File: src/synth_settings.svh
`ifndef SYNTH_SETTINGS_SVH
`define SYNTH_SETTINGS_SVH

// voice pool and pitch settings.
`define NUM_VOICES     4    // number of voices in the pool, eight also works.
`define PERIOD_BASE    128  // half period in frames is this value minus the key.

// master volume settings.
`define DEFAULT_VOLUME 128  // multiplier after reset, which is unity gain.
`define VOLUME_CC      7    // controller number that sets the master volume.

`endif
File: src/midi_pkg.sv
`include "synth_settings.svh"

package midi_pkg;

    typedef logic [7:0]                 midi_byte_t;   // one raw byte from the serial port.
    typedef logic [6:0]                 midi_data_t;   // a data value such as a key or velocity.
    typedef logic signed [15:0]         sample_t;      // one signed audio sample.
    typedef logic [7:0]                 volume_t;      // master volume where 128 is unity.
    typedef logic [`NUM_VOICES-1:0]     voice_mask_t;  // one bit for each voice.

    // a complete three byte message as it leaves the capture block.
    typedef struct packed {
        midi_byte_t status;  // status byte with bit 7 set.
        midi_byte_t data1;   // key or controller number.
        midi_byte_t data2;   // velocity or controller value.
    } midi_msg_t;

    // the settings that one voice plays from.
    typedef struct packed {
        midi_data_t key;       // sets the pitch of the square wave.
        midi_data_t velocity;  // sets the amplitude of the square wave.
    } voice_setting_t;

    // states of the message handler.
    typedef enum logic [1:0] {
        hs_idle,    // waits for the next message.
        hs_decode,  // works out which voices the message touches.
        hs_write    // the strobes to the voices are out in this state.
    } handler_state_t;

endpackage

File: src/codec_conditioner.sv
module codec_conditioner (
    input  logic              clk,
    input  logic              rst_n,
    input  logic              mix_ready,
    input  midi_pkg::sample_t mix_sample,
    input  logic              new_frame,
    output logic              generate_next,
    output midi_pkg::sample_t sample_out
);

    import midi_pkg::*;

    sample_t held_sample;  // latest mix, waiting for the next codec frame.

    always_ff @(posedge clk or negedge rst_n) begin
        if (!rst_n) begin
            held_sample   <= '0;  // the first frame after reset plays silence.
            generate_next <= 1'b0;
            sample_out    <= '0;
        end else begin
            generate_next <= new_frame;  // asks the voices for the next sample.
            if (mix_ready) begin
                held_sample <= mix_sample;
            end
            if (new_frame) begin
                sample_out <= held_sample;  // one frame behind the request.
            end
        end
    end

    // the mix answers a request several cycles later, never in the same cycle.
    a_mix_not_on_request: assert property (
        @(posedge clk) disable iff (!rst_n) !(mix_ready && generate_next)
    );

endmodule

File: src/midi_msg_capture.sv
module midi_msg_capture (
    input  logic                 clk,
    input  logic                 rst_n,
    input  logic                 byte_valid,
    input  midi_pkg::midi_byte_t byte_in,
    output logic                 new_msg,
    output midi_pkg::midi_msg_t  msg
);

    import midi_pkg::*;

    midi_byte_t status_q;     // last status byte seen.
    midi_byte_t data1_q;      // first data byte of the message in progress.
    logic       have_status;  // a status byte opened the current message.
    logic       have_data1;   // the first data byte is already stored.

    // control part of the framer.
    always_ff @(posedge clk or negedge rst_n) begin
        if (!rst_n) begin
            have_status <= 1'b0;
            have_data1  <= 1'b0;
            new_msg     <= 1'b0;
        end else begin
            new_msg <= 1'b0;  // the message strobe lasts a single cycle.
            if (byte_valid) begin
                if (byte_in[7]) begin
                    have_status <= 1'b1;  // a status byte always restarts framing.
                    have_data1  <= 1'b0;
                end else if (have_status) begin
                    if (!have_data1) begin
                        have_data1 <= 1'b1;
                    end else begin
                        new_msg     <= 1'b1;  // the second data byte completes the message.
                        have_data1  <= 1'b0;
                        have_status <= 1'b0;  // running status is not supported.
                    end
                end
            end
        end
    end

    // payload part of the framer.
    always_ff @(posedge clk) begin
        if (byte_valid) begin
            if (byte_in[7]) begin
                status_q <= byte_in;
            end else if (have_status && !have_data1) begin
                data1_q <= byte_in;
            end else if (have_status) begin
                msg <= '{status: status_q, data1: data1_q, data2: byte_in};
            end
        end
    end

    // a message needs three strobes, so two messages can never be back to back.
    a_new_msg_single: assert property (
        @(posedge clk) disable iff (!rst_n) new_msg |=> !new_msg
    );

endmodule

File: src/midi_msg_handler.sv
`include "synth_settings.svh"

module midi_msg_handler (
    input  logic                                         clk,
    input  logic                                         rst_n,
    input  logic                                         new_msg,
    input  midi_pkg::midi_msg_t                          msg,
    input  midi_pkg::voice_mask_t                        voice_busy,
    output midi_pkg::voice_setting_t [`NUM_VOICES-1:0]   voice_settings,
    output midi_pkg::voice_mask_t                        update_voice,
    output midi_pkg::voice_mask_t                        release_voice,
    output midi_pkg::volume_t                            volume
);

    import midi_pkg::*;

    handler_state_t state;      // where the handler is in its three cycle sequence.
    midi_msg_t      msg_q;      // message under decode.
    midi_data_t     key;        // key or controller number of the message.
    midi_data_t     vel;        // velocity or controller value of the message.
    logic           note_on;    // note-on with a velocity above zero.
    logic           note_off;   // note-off, or note-on with zero velocity.
    logic           vol_ctl;    // the controller message that sets the volume.
    voice_mask_t    free_pick;  // lowest voice that is not busy.
    voice_mask_t    key_hits;   // busy voices that hold the key of the message.

    assign key = msg_q.data1[6:0];
    assign vel = msg_q.data2[6:0];

    assign note_on  = (msg_q.status[7:4] == 4'h9) && (vel != '0);
    assign note_off = (msg_q.status[7:4] == 4'h8) ||
                      ((msg_q.status[7:4] == 4'h9) && (vel == '0));
    assign vol_ctl  = (msg_q.status[7:4] == 4'hB) &&
                      (msg_q.data1 == midi_byte_t'(`VOLUME_CC));

    // isolates the lowest set bit of the free mask.
    assign free_pick = ~voice_busy & voice_mask_t'(voice_busy + 1'b1);

    always_comb begin
        for (int i = 0; i < `NUM_VOICES; i++) begin
            key_hits[i] = voice_busy[i] && (voice_settings[i].key == key);
        end
    end

    always_ff @(posedge clk) begin
        if (new_msg) begin
            msg_q <= msg;  // omni mode, so the channel nibble is never looked at.
        end
    end

    // voice table, written only for a voice that is about to be loaded.
    always_ff @(posedge clk) begin
        if (state == hs_decode && note_on) begin
            for (int i = 0; i < `NUM_VOICES; i++) begin
                if (free_pick[i]) begin
                    voice_settings[i] <= '{key: key, velocity: vel};
                end
            end
        end
    end

    always_ff @(posedge clk or negedge rst_n) begin
        if (!rst_n) begin
            state         <= hs_idle;
            update_voice  <= '0;
            release_voice <= '0;
            volume        <= volume_t'(`DEFAULT_VOLUME);
        end else begin
            update_voice  <= '0;  // both strobes last one cycle.
            release_voice <= '0;
            case (state)
                hs_idle: begin
                    if (new_msg) begin
                        state <= hs_decode;
                    end
                end
                hs_decode: begin
                    if (note_on) begin
                        update_voice <= free_pick;  // all zero when no voice is free.
                    end
                    if (note_off) begin
                        release_voice <= key_hits;
                    end
                    if (vol_ctl) begin
                        volume <= {vel, 1'b0};  // value 64 gives unity gain.
                    end
                    state <= hs_write;
                end
                hs_write: begin
                    state <= hs_idle;  // voices act on the strobes in this cycle.
                end
                default: begin
                    state <= hs_idle;
                end
            endcase
        end
    end

    // a load goes to exactly one voice, and that voice was idle.
    a_update_free_one_hot: assert property (
        @(posedge clk) disable iff (!rst_n)
        $onehot0(update_voice) && ((update_voice & voice_busy) == '0)
    );

endmodule

File: src/midi_note.sv
`include "synth_settings.svh"

module midi_note (
    input  logic                     clk,
    input  logic                     rst_n,
    input  logic                     update_voice,
    input  logic                     release_voice,
    input  midi_pkg::voice_setting_t setting,
    input  logic                     generate_next,
    output logic                     busy,
    output logic                     sample_ready,
    output midi_pkg::sample_t        sample
);

    import midi_pkg::*;

    logic [7:0] half_period;  // frames between two polarity flips.
    logic [7:0] frame_count;  // frames spent at the current polarity.
    logic       positive;     // current level of the square wave.
    sample_t    magnitude;    // amplitude taken from the velocity.

    // key 0 gives the longest period and key 127 a flip on every frame.
    assign half_period = 8'(`PERIOD_BASE) - {1'b0, setting.key};

    // velocity shifted left by eight, which keeps the top bit clear.
    assign magnitude = sample_t'({1'b0, setting.velocity, 8'h00});

    always_ff @(posedge clk or negedge rst_n) begin
        if (!rst_n) begin
            busy         <= 1'b0;
            frame_count  <= '0;
            positive     <= 1'b1;
            sample_ready <= 1'b0;
            sample       <= '0;
        end else begin
            sample_ready <= generate_next;  // all voices step together.
            if (generate_next) begin
                if (busy) begin
                    sample <= positive ? magnitude : -magnitude;
                end else begin
                    sample <= '0;  // an idle voice adds nothing to the mix.
                end
                if (frame_count == half_period - 8'd1) begin
                    frame_count <= '0;
                    positive    <= ~positive;
                end else begin
                    frame_count <= frame_count + 8'd1;
                end
            end
            if (update_voice) begin
                busy        <= 1'b1;  // a load wins over a frame step.
                frame_count <= '0;
                positive    <= 1'b1;
            end else if (release_voice) begin
                busy <= 1'b0;
            end
        end
    end

endmodule

File: src/midi_player.sv
`include "synth_settings.svh"

module midi_player (
    input  logic                  clk,
    input  logic                  rst_n,
    input  logic                  new_frame,
    input  logic                  byte_valid,
    input  midi_pkg::midi_byte_t  byte_in,
    output midi_pkg::sample_t     sample_out,
    output logic                  new_sample_generated,
    output midi_pkg::voice_mask_t playing
);

    import midi_pkg::*;

    logic                              new_msg;         // a full message is ready.
    midi_msg_t                         msg;             // the message itself.
    voice_setting_t [`NUM_VOICES-1:0]  voice_settings;  // voice table entries.
    voice_mask_t                       update_voice;    // load strobes to the voices.
    voice_mask_t                       release_voice;   // release strobes to the voices.
    voice_mask_t                       voice_ready;     // sample strobes from the voices.
    volume_t                           volume;          // master volume.
    sample_t [`NUM_VOICES-1:0]         voice_samples;   // one sample per voice.
    logic                              mix_ready;       // the mixed sample is ready.
    sample_t                           mix_sample;      // the mixed sample.

    midi_msg_capture u_capture (
        .clk        (clk),
        .rst_n      (rst_n),
        .byte_valid (byte_valid),
        .byte_in    (byte_in),
        .new_msg    (new_msg),
        .msg        (msg)
    );

    midi_msg_handler u_handler (
        .clk            (clk),
        .rst_n          (rst_n),
        .new_msg        (new_msg),
        .msg            (msg),
        .voice_busy     (playing),
        .voice_settings (voice_settings),
        .update_voice   (update_voice),
        .release_voice  (release_voice),
        .volume         (volume)
    );

    for (genvar i = 0; i < `NUM_VOICES; i++) begin : g_voice
        midi_note u_note (
            .clk           (clk),
            .rst_n         (rst_n),
            .update_voice  (update_voice[i]),
            .release_voice (release_voice[i]),
            .setting       (voice_settings[i]),
            .generate_next (new_sample_generated),
            .busy          (playing[i]),
            .sample_ready  (voice_ready[i]),
            .sample        (voice_samples[i])
        );
    end

    // every voice steps on the same pulse, so voice 0 speaks for all of them.
    polyphony_mixer u_mixer (
        .clk           (clk),
        .rst_n         (rst_n),
        .samples_ready (voice_ready[0]),
        .samples       (voice_samples),
        .volume        (volume),
        .mix_ready     (mix_ready),
        .mix_sample    (mix_sample)
    );

    codec_conditioner u_conditioner (
        .clk           (clk),
        .rst_n         (rst_n),
        .mix_ready     (mix_ready),
        .mix_sample    (mix_sample),
        .new_frame     (new_frame),
        .generate_next (new_sample_generated),
        .sample_out    (sample_out)
    );

endmodule

File: src/polyphony_mixer.sv
`include "synth_settings.svh"

module polyphony_mixer (
    input  logic                                  clk,
    input  logic                                  rst_n,
    input  logic                                  samples_ready,
    input  midi_pkg::sample_t [`NUM_VOICES-1:0]   samples,
    input  midi_pkg::volume_t                     volume,
    output logic                                  mix_ready,
    output midi_pkg::sample_t                     mix_sample
);

    import midi_pkg::*;

    localparam int SUM_W  = 16 + $clog2(`NUM_VOICES);  // the sum of all voices never overflows.
    localparam int PROD_W = SUM_W + 9;                  // the volume enters as a signed 9 bit value.
    localparam int SCL_W  = PROD_W - 7;                 // width after the divide by 128.

    logic signed [SUM_W-1:0]  sum_d;      // combinational sum of the voices.
    logic signed [SUM_W-1:0]  sum_q;      // registered sum.
    logic                     sum_valid;  // the registered sum is new.
    logic signed [PROD_W-1:0] product;    // sum times volume.
    logic signed [SCL_W-1:0]  scaled;     // product divided by 128.
    logic [SCL_W-16:0]        upper;      // sign bit and the bits above it.
    sample_t                  clipped;    // scaled value held to the 16 bit range.

    always_comb begin
        sum_d = '0;
        for (int i = 0; i < `NUM_VOICES; i++) begin
            sum_d = sum_d + SUM_W'(samples[i]);  // the cast extends the sign.
        end
    end

    assign product = sum_q * $signed({1'b0, volume});
    assign scaled  = product[PROD_W-1:7];
    assign upper   = scaled[SCL_W-1:15];

    // the value fits when all upper bits agree with the sign.
    assign clipped = ((upper == '0) || (upper == '1)) ? scaled[15:0] :
                     scaled[SCL_W-1] ? 16'sh8000 : 16'sh7FFF;

    always_ff @(posedge clk or negedge rst_n) begin
        if (!rst_n) begin
            sum_valid  <= 1'b0;
            sum_q      <= '0;
            mix_ready  <= 1'b0;
            mix_sample <= '0;
        end else begin
            sum_valid <= samples_ready;
            mix_ready <= sum_valid;  // two cycles after the voices report.
            if (samples_ready) begin
                sum_q <= sum_d;
            end
            if (sum_valid) begin
                mix_sample <= clipped;  // volume is sampled in this second stage.
            end
        end
    end

endmodule

File: config.mk
export PLATFORM = sky130hd
export DESIGN_NAME = midi_player
export DESIGN_NICKNAME = d
export VERILOG_FILES = /design/src/midi_pkg.sv /design/src/codec_conditioner.sv /design/src/midi_msg_capture.sv /design/src/midi_msg_handler.sv /design/src/midi_note.sv /design/src/midi_player.sv /design/src/polyphony_mixer.sv
export VERILOG_INCLUDE_DIRS = /design/src
export SDC_FILE = /design/constraint.sdc
export NUM_CORES = 1
export LEC_CHECK = 0
export BUFFER_PORTS_ARGS = -buffer_cell sky130_fd_sc_hd__buf_2
export CAP_MARGIN = 10
export CELL_PAD_IN_SITES_DETAIL_PLACEMENT = 1
export CELL_PAD_IN_SITES_GLOBAL_PLACEMENT = 2
export CORE_MARGIN = 2
export CORE_UTILIZATION = 41
export CTS_BUF_LIST = sky130_fd_sc_hd__clkbuf_8
export DETAILED_ROUTE_END_ITERATION = 10
export GPL_ROUTABILITY_DRIVEN = 0
export MAX_ROUTING_LAYER = met4
export PLACE_DENSITY = 0.83
export SYNTH_ARGS = -nofsm -noshare
export SYNTH_HDL_FRONTEND = slang
export SYNTH_SLANG_ARGS = --single-unit
File: constraint.sdc
create_clock -name clk -period 4.48 [get_ports clk]
set_input_delay 0 -clock clk [delete_from_list [all_inputs] [get_ports clk]]
set_output_delay 0 -clock clk [all_outputs]
set_load 0.01 [all_outputs]
* After elaboration in Yosys (flattened, before gate mapping)
Index checks and enable logic that the tools add are counted.
W data, S select, Z words.
** Storage, ports and cells
- Flip-flop bits (word level) :: 306
- Input port bits :: 12
- Word-level logic and storage cells :: 190
- Output and inout port bits :: 21
** Cells by class
- Bitwise operators :: 8
- Muxes and demuxes :: 57
- Multiply operators :: 1
- $add $sub $neg :: 20
- Reduce and logical (&&, ||, !) cells :: 43
- Eq/ne operators :: 14
** Operators with widths (count)
- $mux W16 :: 10
- $mux W8 :: 12
- $neg A15 Y16 :: 4
- $add A8 B1 Y8 const B :: 4
- $eq A8 B8 Y1 :: 4
- $sub A8 B1 Y8 const B :: 4
- $sub A8 B7 Y8 const A :: 4
- $mux W1 :: 29
- $eq A7 B7 Y1 :: 4
- $mul A18 B8 Y26 :: 1
- $reduce_bool A2 Y1 :: 13
- $reduce_and A2 Y1 :: 11
- $add A17 B16 Y18 :: 1
- $add A18 B16 Y18 :: 1
- $add A16 B16 Y17 :: 1
- $mux W4 :: 4
- $logic_and A1 B1 Y1 :: 9
- $eq A7 B3 Y1 const B :: 1
- $logic_not A7 Y1 :: 1
- $reduce_bool A7 Y1 :: 1
- $not A1 Y1 :: 6
- $eq A5 B5 Y1 const B :: 1
- $logic_not A5 Y1 :: 1
- $add A4 B1 Y4 const B :: 1
- other kinds (14) :: 15

* Longest topological paths before layout
- Depth after elaboration :: 6
- Depth in mapped cells :: 22

* Cells and area by module
From an unflattened synthesis, not the netlist that was laid out.
** Unflattened totals
- Cell total of the unflattened synthesis :: 1562
- Area total of the unflattened synthesis :: 18081.1 um2
** Modules (own cells, without submodules)
- polyphony_mixer :: cells an instance 783, seq. area each 900.9 um2, area each 7619.8 um2, times used 1
- midi_note :: cells an instance 122, seq. area each 476.7 um2, area each 1148.6 um2, times used 4
- midi_msg_handler :: cells an instance 170, seq. area each 2678.8 um2, area each 3313.2 um2, times used 1
- codec_conditioner :: cells an instance 69, seq. area each 825.8 um2, area each 1323.8 um2, times used 1
- midi_msg_capture :: cells an instance 52, seq. area each 1126.1 um2, area each 1229.9 um2, times used 1

* Worst setup path after synthesis
No wires, ideal clock.
- Kind :: reg-to-reg
- Start point :: register u_handler.volume[3]
- End point :: register u_mixer.mix_sample[7]
- Path slack :: -389 ps
- Setup time :: 75 ps
- Data arrival time :: 4794 ps
- Cell stages (with the launch flop) :: 20
- Cells stage by stage :: dfrtp_1 > clkbuf_1 > nand2_1 > fa_1 > inv_1 > fa_1 > fa_1 > inv_1 > fa_1 > inv_1 > ha_1 > a21o_1 > a21oi_1 > a21oi_2 > a211oi_2 > xor2_2 > nor4_2 > o21ai_2 > buf_6 > o2bb2ai_2
** Between the ends
- Longest elaborated chain between the ends :: 4
- Elaborated cells between the ends (all ways) :: 6
- Classes of those cells :: mul: 1; eq/ne: 1; mux: 2; reduce/logical: 2
** RTL lines
- start, declared :: RTL line midi_msg_handler.sv:12 : output midi_pkg::volume_t volume
- start signal, assigned :: RTL line midi_msg_handler.sv:67 : volume <= volume_t'(`DEFAULT_VOLUME);
- start signal, assigned :: RTL line midi_msg_handler.sv:85 : volume <= {vel, 1'b0};
- $mul A18 B8 Y26 (*) :: RTL line polyphony_mixer.sv:34 : assign product = sum_q * $signed({1'b0, volume});
- $eq A5 B5 Y1 / $logic_not A5 Y1 (equally long branches) :: RTL line polyphony_mixer.sv:39 : assign clipped = ((upper == '0) || (upper == '1)) ? scaled[15:0] :
- $logic_or A1 B1 Y1 :: RTL line polyphony_mixer.sv:39
- $mux W16 (*) :: RTL line polyphony_mixer.sv:39
- end signal, assigned :: RTL line polyphony_mixer.sv:55 : mix_sample <= clipped;
- end, declared :: RTL line polyphony_mixer.sv:10 : output midi_pkg::sample_t mix_sample
Mark *: on every way between the ends. The rest lies on a longest branch, timed or not.
A chain may end at the register's enable or synchronous reset.

* Worst setup path after layout
Same ends and word-level chain as after synthesis.

==> results.md <==
- Across all layers, the routed design uses 9,325 vias.
- For this design, the slowest cell found on the critical path is sky130_fd_sc_hd__fa_1.
- The root buffer cell chosen for the clock tree is sky130_fd_sc_hd__clkbuf_8.
- The synthesized-area fraction occupied by and/or/nand/nor cells is 11.2%.
- The clock reaches the later pin of the worst-skew pair after 0.58 ns.
- The max-slew violation count is 0.
- The largest area contributor in the netlist is sky130_fd_sc_hd__dfrtp_1.
- The TritonCTS clock tree is yes.
- The clock network fraction of design power is 36.6%.
- The post-layout net count is 1,464.
- After routing the design area is 16,800 sq um.
- The number of DRC markers after the initial detailed-route iteration is 300.
- CTS saw 251 sinks.
- The per-cell routed wire length is 18.5 microns.
- Of the total synthesized cell area, the portion taken by XOR and XNOR cells is 6.22%.
- The path class of the lowest-slack min-delay path is input port to async pin.
- The count of different cell masters after synthesis is 69.
- The post-synth design cell area is 14,100 sq um.
- The dominant combinational cell family by area after synthesis is adder cells.
- The first-pass detailed-route iteration total is 4.
- On the final layout, the worst clock skew is 0.0272 ns.
- The yosys synthesis warning count is 0.
- Counting every net in the synthesized netlist gives 1,326.
- Fill cells in the final layout number 3,493.
- The number of diodes is 0.
- At the end of the flow the core is filled with cells to 49.9%.
- The instance area at placement is 15,300 sq um.
- The initial antenna violation count was 0.
- The die covers 35,800 sq um.
- The count of buffers added on input and output ports is 32.
- The design internal power is 4.05 mW.
- The fraction of final layout cells sized beyond drive strength 1 is 26.0%.
- The largest net degree at the start of global routing is 105.
- The remaining antenna violation count is 0.
- The commonest cells after synthesis are 146 x sky130_fd_sc_hd__dfrtp_1, 130 x sky130_fd_sc_hd__inv_1, 100 x sky130_fd_sc_hd__edfxtp_1.
- The layout overhead on the synthesized area is 19.4%.
- Setup violations remaining at the end of the flow were counted as 15.
- For this design the static power due to leakage is 7.49 nW.
- Counting along the longest clock path gives a buffer depth of 3.
- Setup repair after global routing could not meet its margin everywhere.
- Together, buffers and inverters on the worst path number 4.
- The core region is 33,600 sq um.
- 33 I/O pins were placed.
- The level count of the clock H-tree is 2.
- The fraction of power spent switching nets is 28.5%.
- Summing the sequential cell areas from Yosys gives 48.3% of the chip area.
- The most used flip-flop cell after synthesis is sky130_fd_sc_hd__dfrtp_1.
- In this run the tightest slew margin relative to its limit is 27.5%.
- The post-synthesis register bit count is 251.
- The flow ran to the end, but the final reports show violations.
- For the worst setup path, the data arrival time is 5.26 ns.
- For this run, asynchronously set or reset flops after synthesis account for 60.2%.
- The via count of the first global-routing pass is 10,400.
- The count of mapped cells out of synthesis is 1,187.
- At the pin with the least slew margin, the transition time is 1.08 ns.
- Max-cap violations in this run came to 0.
- The share of total power dissipated in sequential elements is 50.7%.
- The wire length reported by the detailed router is 33.5 mm.
- The final worst slack is -0.338 ns.
- Across every metal layer, demand over resource in global routing totals 20.1%.
- The mux cell area share after synthesis is 4.05%.
- Data on the critical path is required at its endpoint by 4.93 ns.
- The global-route wire length before repair is 55.3 mm.
- The synthesized design devotes to its leading area cell type 26.0% of total area.
- The highest net fanout along the worst path is 12.
- The worst setup path is captured at a register.
- The synthesized-area fraction occupied by adder cells is 15.2%.
- The total overflow reported by the global router is 0.
- The hold violation total from the final report is 0.
- The total negative slack for setup checks is -4.67 ns.
- The worst setup path is launched from a register.
- The final critical path takes up 108% of the cycle.
- Static timing analysis puts the maximum clock frequency at 0.208 GHz.
- In this run the power density over the cells is 337 nW/um^2.
- The maximum ir drop on the vdd rail is 0.000287 V.
- The signal on the critical path passes through nand2_4 > fa_2 > fa_1 > inv_1 > fa_1 > inv_1 > fa_1 > inv_1 > ha_4 > a211o_1 > a21oi_4 > nor2_2 > a2111oi_4 > a41oi_2 > buf_12 > a21oi_2 > o2bb2ai_2.
- The post-synthesis compound-gate area fraction is 9.95%.
- The most common cell in the synthesized netlist is sky130_fd_sc_hd__dfrtp_1.
- The power after layout is 5.66 mW.
- Excluding fillers, the count of instances in the completed layout stands at 1,809.
- In this run, placement finished with an instance count of 1,691.
- The die is 189 microns wide.
- The wire-length estimate of the detail-placed layout is 23.6 mm.
- In this run the power spent charging and discharging nets is 1.61 mW.
- The clock edge transition at the registers on the reported setup and hold paths is 0.06 ns.
- The final reports fail on setup timing.
- The critical path's top delay family is adder cells.
- The average size of a mapped cell is 11.8 sq um.
- The cell row count is 67.
- By area the synthesized netlist is led by sky130_fd_sc_hd__dfrtp_1 26%, sky130_fd_sc_hd__edfxtp_1 21%, sky130_fd_sc_hd__fa_1 10%.
- The critical path is of the register to register type.
- The total CTS buffers is 45.
- Measured along the y axis, the die boundary spans 189 microns.
- The largest stage delay on the critical path is 0.55 ns.
- Subtracting the final worst setup slack from the clock period gives 4.82 ns.
- The number of flops mapped to enable cells by yosys is 100.
- The starting density of the core is 41.8%.
- Per report_power, the combinational group accounts for 12.7% of the total.
- After detailed routing, the number of vias per cell comes to 5.15.
- In the routed design, unresolved DRC markers number 0.
layer usage:
layer	global-route usage [%]	vias to the layer above	share of wire, %
li1	-	4323	-
met5	-	-	0
met4	6.55	0	2.7
met1	23.7	4766	42
met2	34.9	168	52
met3	3.54	68	3.8
cell usage in the layout, fill, tap and decap left out, types with 43 or more instances in the layout:
| cell type | synthesis | final |
|---|---|---|
| sky130_fd_sc_hd__edfxtp_1 | 100 | 100 |
| sky130_fd_sc_hd__dfrtp_1 | 146 | 140 |
| sky130_fd_sc_hd__xnor2_1 | 81 | 79 |
| sky130_fd_sc_hd__clkbuf_8 | 0 | 53 |
| sky130_fd_sc_hd__o21ai_0 | 54 | 53 |
| sky130_fd_sc_hd__inv_1 | 130 | 134 |
| sky130_fd_sc_hd__and2_1 | 49 | 45 |
| sky130_fd_sc_hd__mux2_2 | 47 | 47 |
| sky130_fd_sc_hd__ha_1 | 54 | 43 |
| sky130_fd_sc_hd__buf_4 | 6 | 78 |
| sky130_fd_sc_hd__nor2_1 | 56 | 55 |
| sky130_fd_sc_hd__fa_1 | 73 | 67 |
stage by stage:
step	worst slack [ns]	hold slack [ns]
2_1_floorplan	-0.0649	-0.296
3_3_place_gp	-0.382	0.188
3_5_place_dp	-0.567	0.192
4_1_cts	-0.310	0.113
5_1_grt	-0.524	0.150
6_report	-0.338	0.140
layout make-up:
class,instances,area (sq um),area share (%)
Inverter,131,492,2.93
Clock inverter,30,143,0.850
Tap cell,448,561,3.34
Sequential cell,251,6800,40.5
Multi-Input combinational cell,757,6940,41.3
Clock buffer,53,729,4.34
Timing Repair Buffer,139,1130,6.73
final timing paths:
check | from | to | slack, ns | depth (start not counted)
min | rst_n | g_voice[3].u_note.sample[8] | 0.14 | 2
max | u_handler.volume[3] | u_mixer.mix_sample[7] | -0.34 | 17
max reg2reg | u_handler.volume[3] | u_mixer.mix_sample[7] | -0.34 | 17
min in group clk | byte_in[1] | u_capture.msg[1] | 0.16 | 2
min reg2reg | u_capture.msg[9] | u_handler.key[1] | 0.42 | 0
max in group asynchronous | rst_n | u_conditioner.sample_out[7] | 3.17 | 3
timing repair:
item,CTS,global route
hold buffers,12,0
gates resized for setup,34,42
cloned,0,1
hold endpoints to repair,161,0
pin swaps,10,25
setup buffers,9,11
endpoints found under the setup margin,15,15
cell families after synthesis:
| kind of cell | count (synthesis) |
|---|---|
| adder cells (fa/ha/maj) | 127 |
| AND/OR/NAND/NOR | 294 |
| XOR/XNOR | 99 |
| flip-flops | 251 |
| AO/OA/AOI/OAI | 186 |
| buffers and inverters | 179 |
| multiplexers | 51 |
power groups by stage:
stage	clock, mW	sequential (mW)	combinational [mW]
after global placement	0	2.90	0.660
final	2.07	2.87	0.719
after detailed placement	0	2.91	0.700
after global routing	2.23	2.90	0.815
after floorplan	0	2.78	0.501
after CTS	2.14	2.87	0.722
flip-flops by register name, indices dropped and copies added (netlist names), 4 cells and up:
register,count
u_handler.release_voice,4
u_conditioner.sample_out,15
g_voice.u_note.sample,32
g_voice.u_note.busy,4
g_voice.u_note.positive,4
u_handler.voice_settings,56
u_handler.update_voice,4
u_handler.key,7
g_voice.u_note.frame_count,32
u_capture.msg,17
u_conditioner.held_sample,15
u_mixer.mix_sample,15
u_mixer.sum_q,10
u_handler.volume,7
u_handler.msg_q,10
u_capture.data1_q,7
Power figures use the tool's default switching activity.
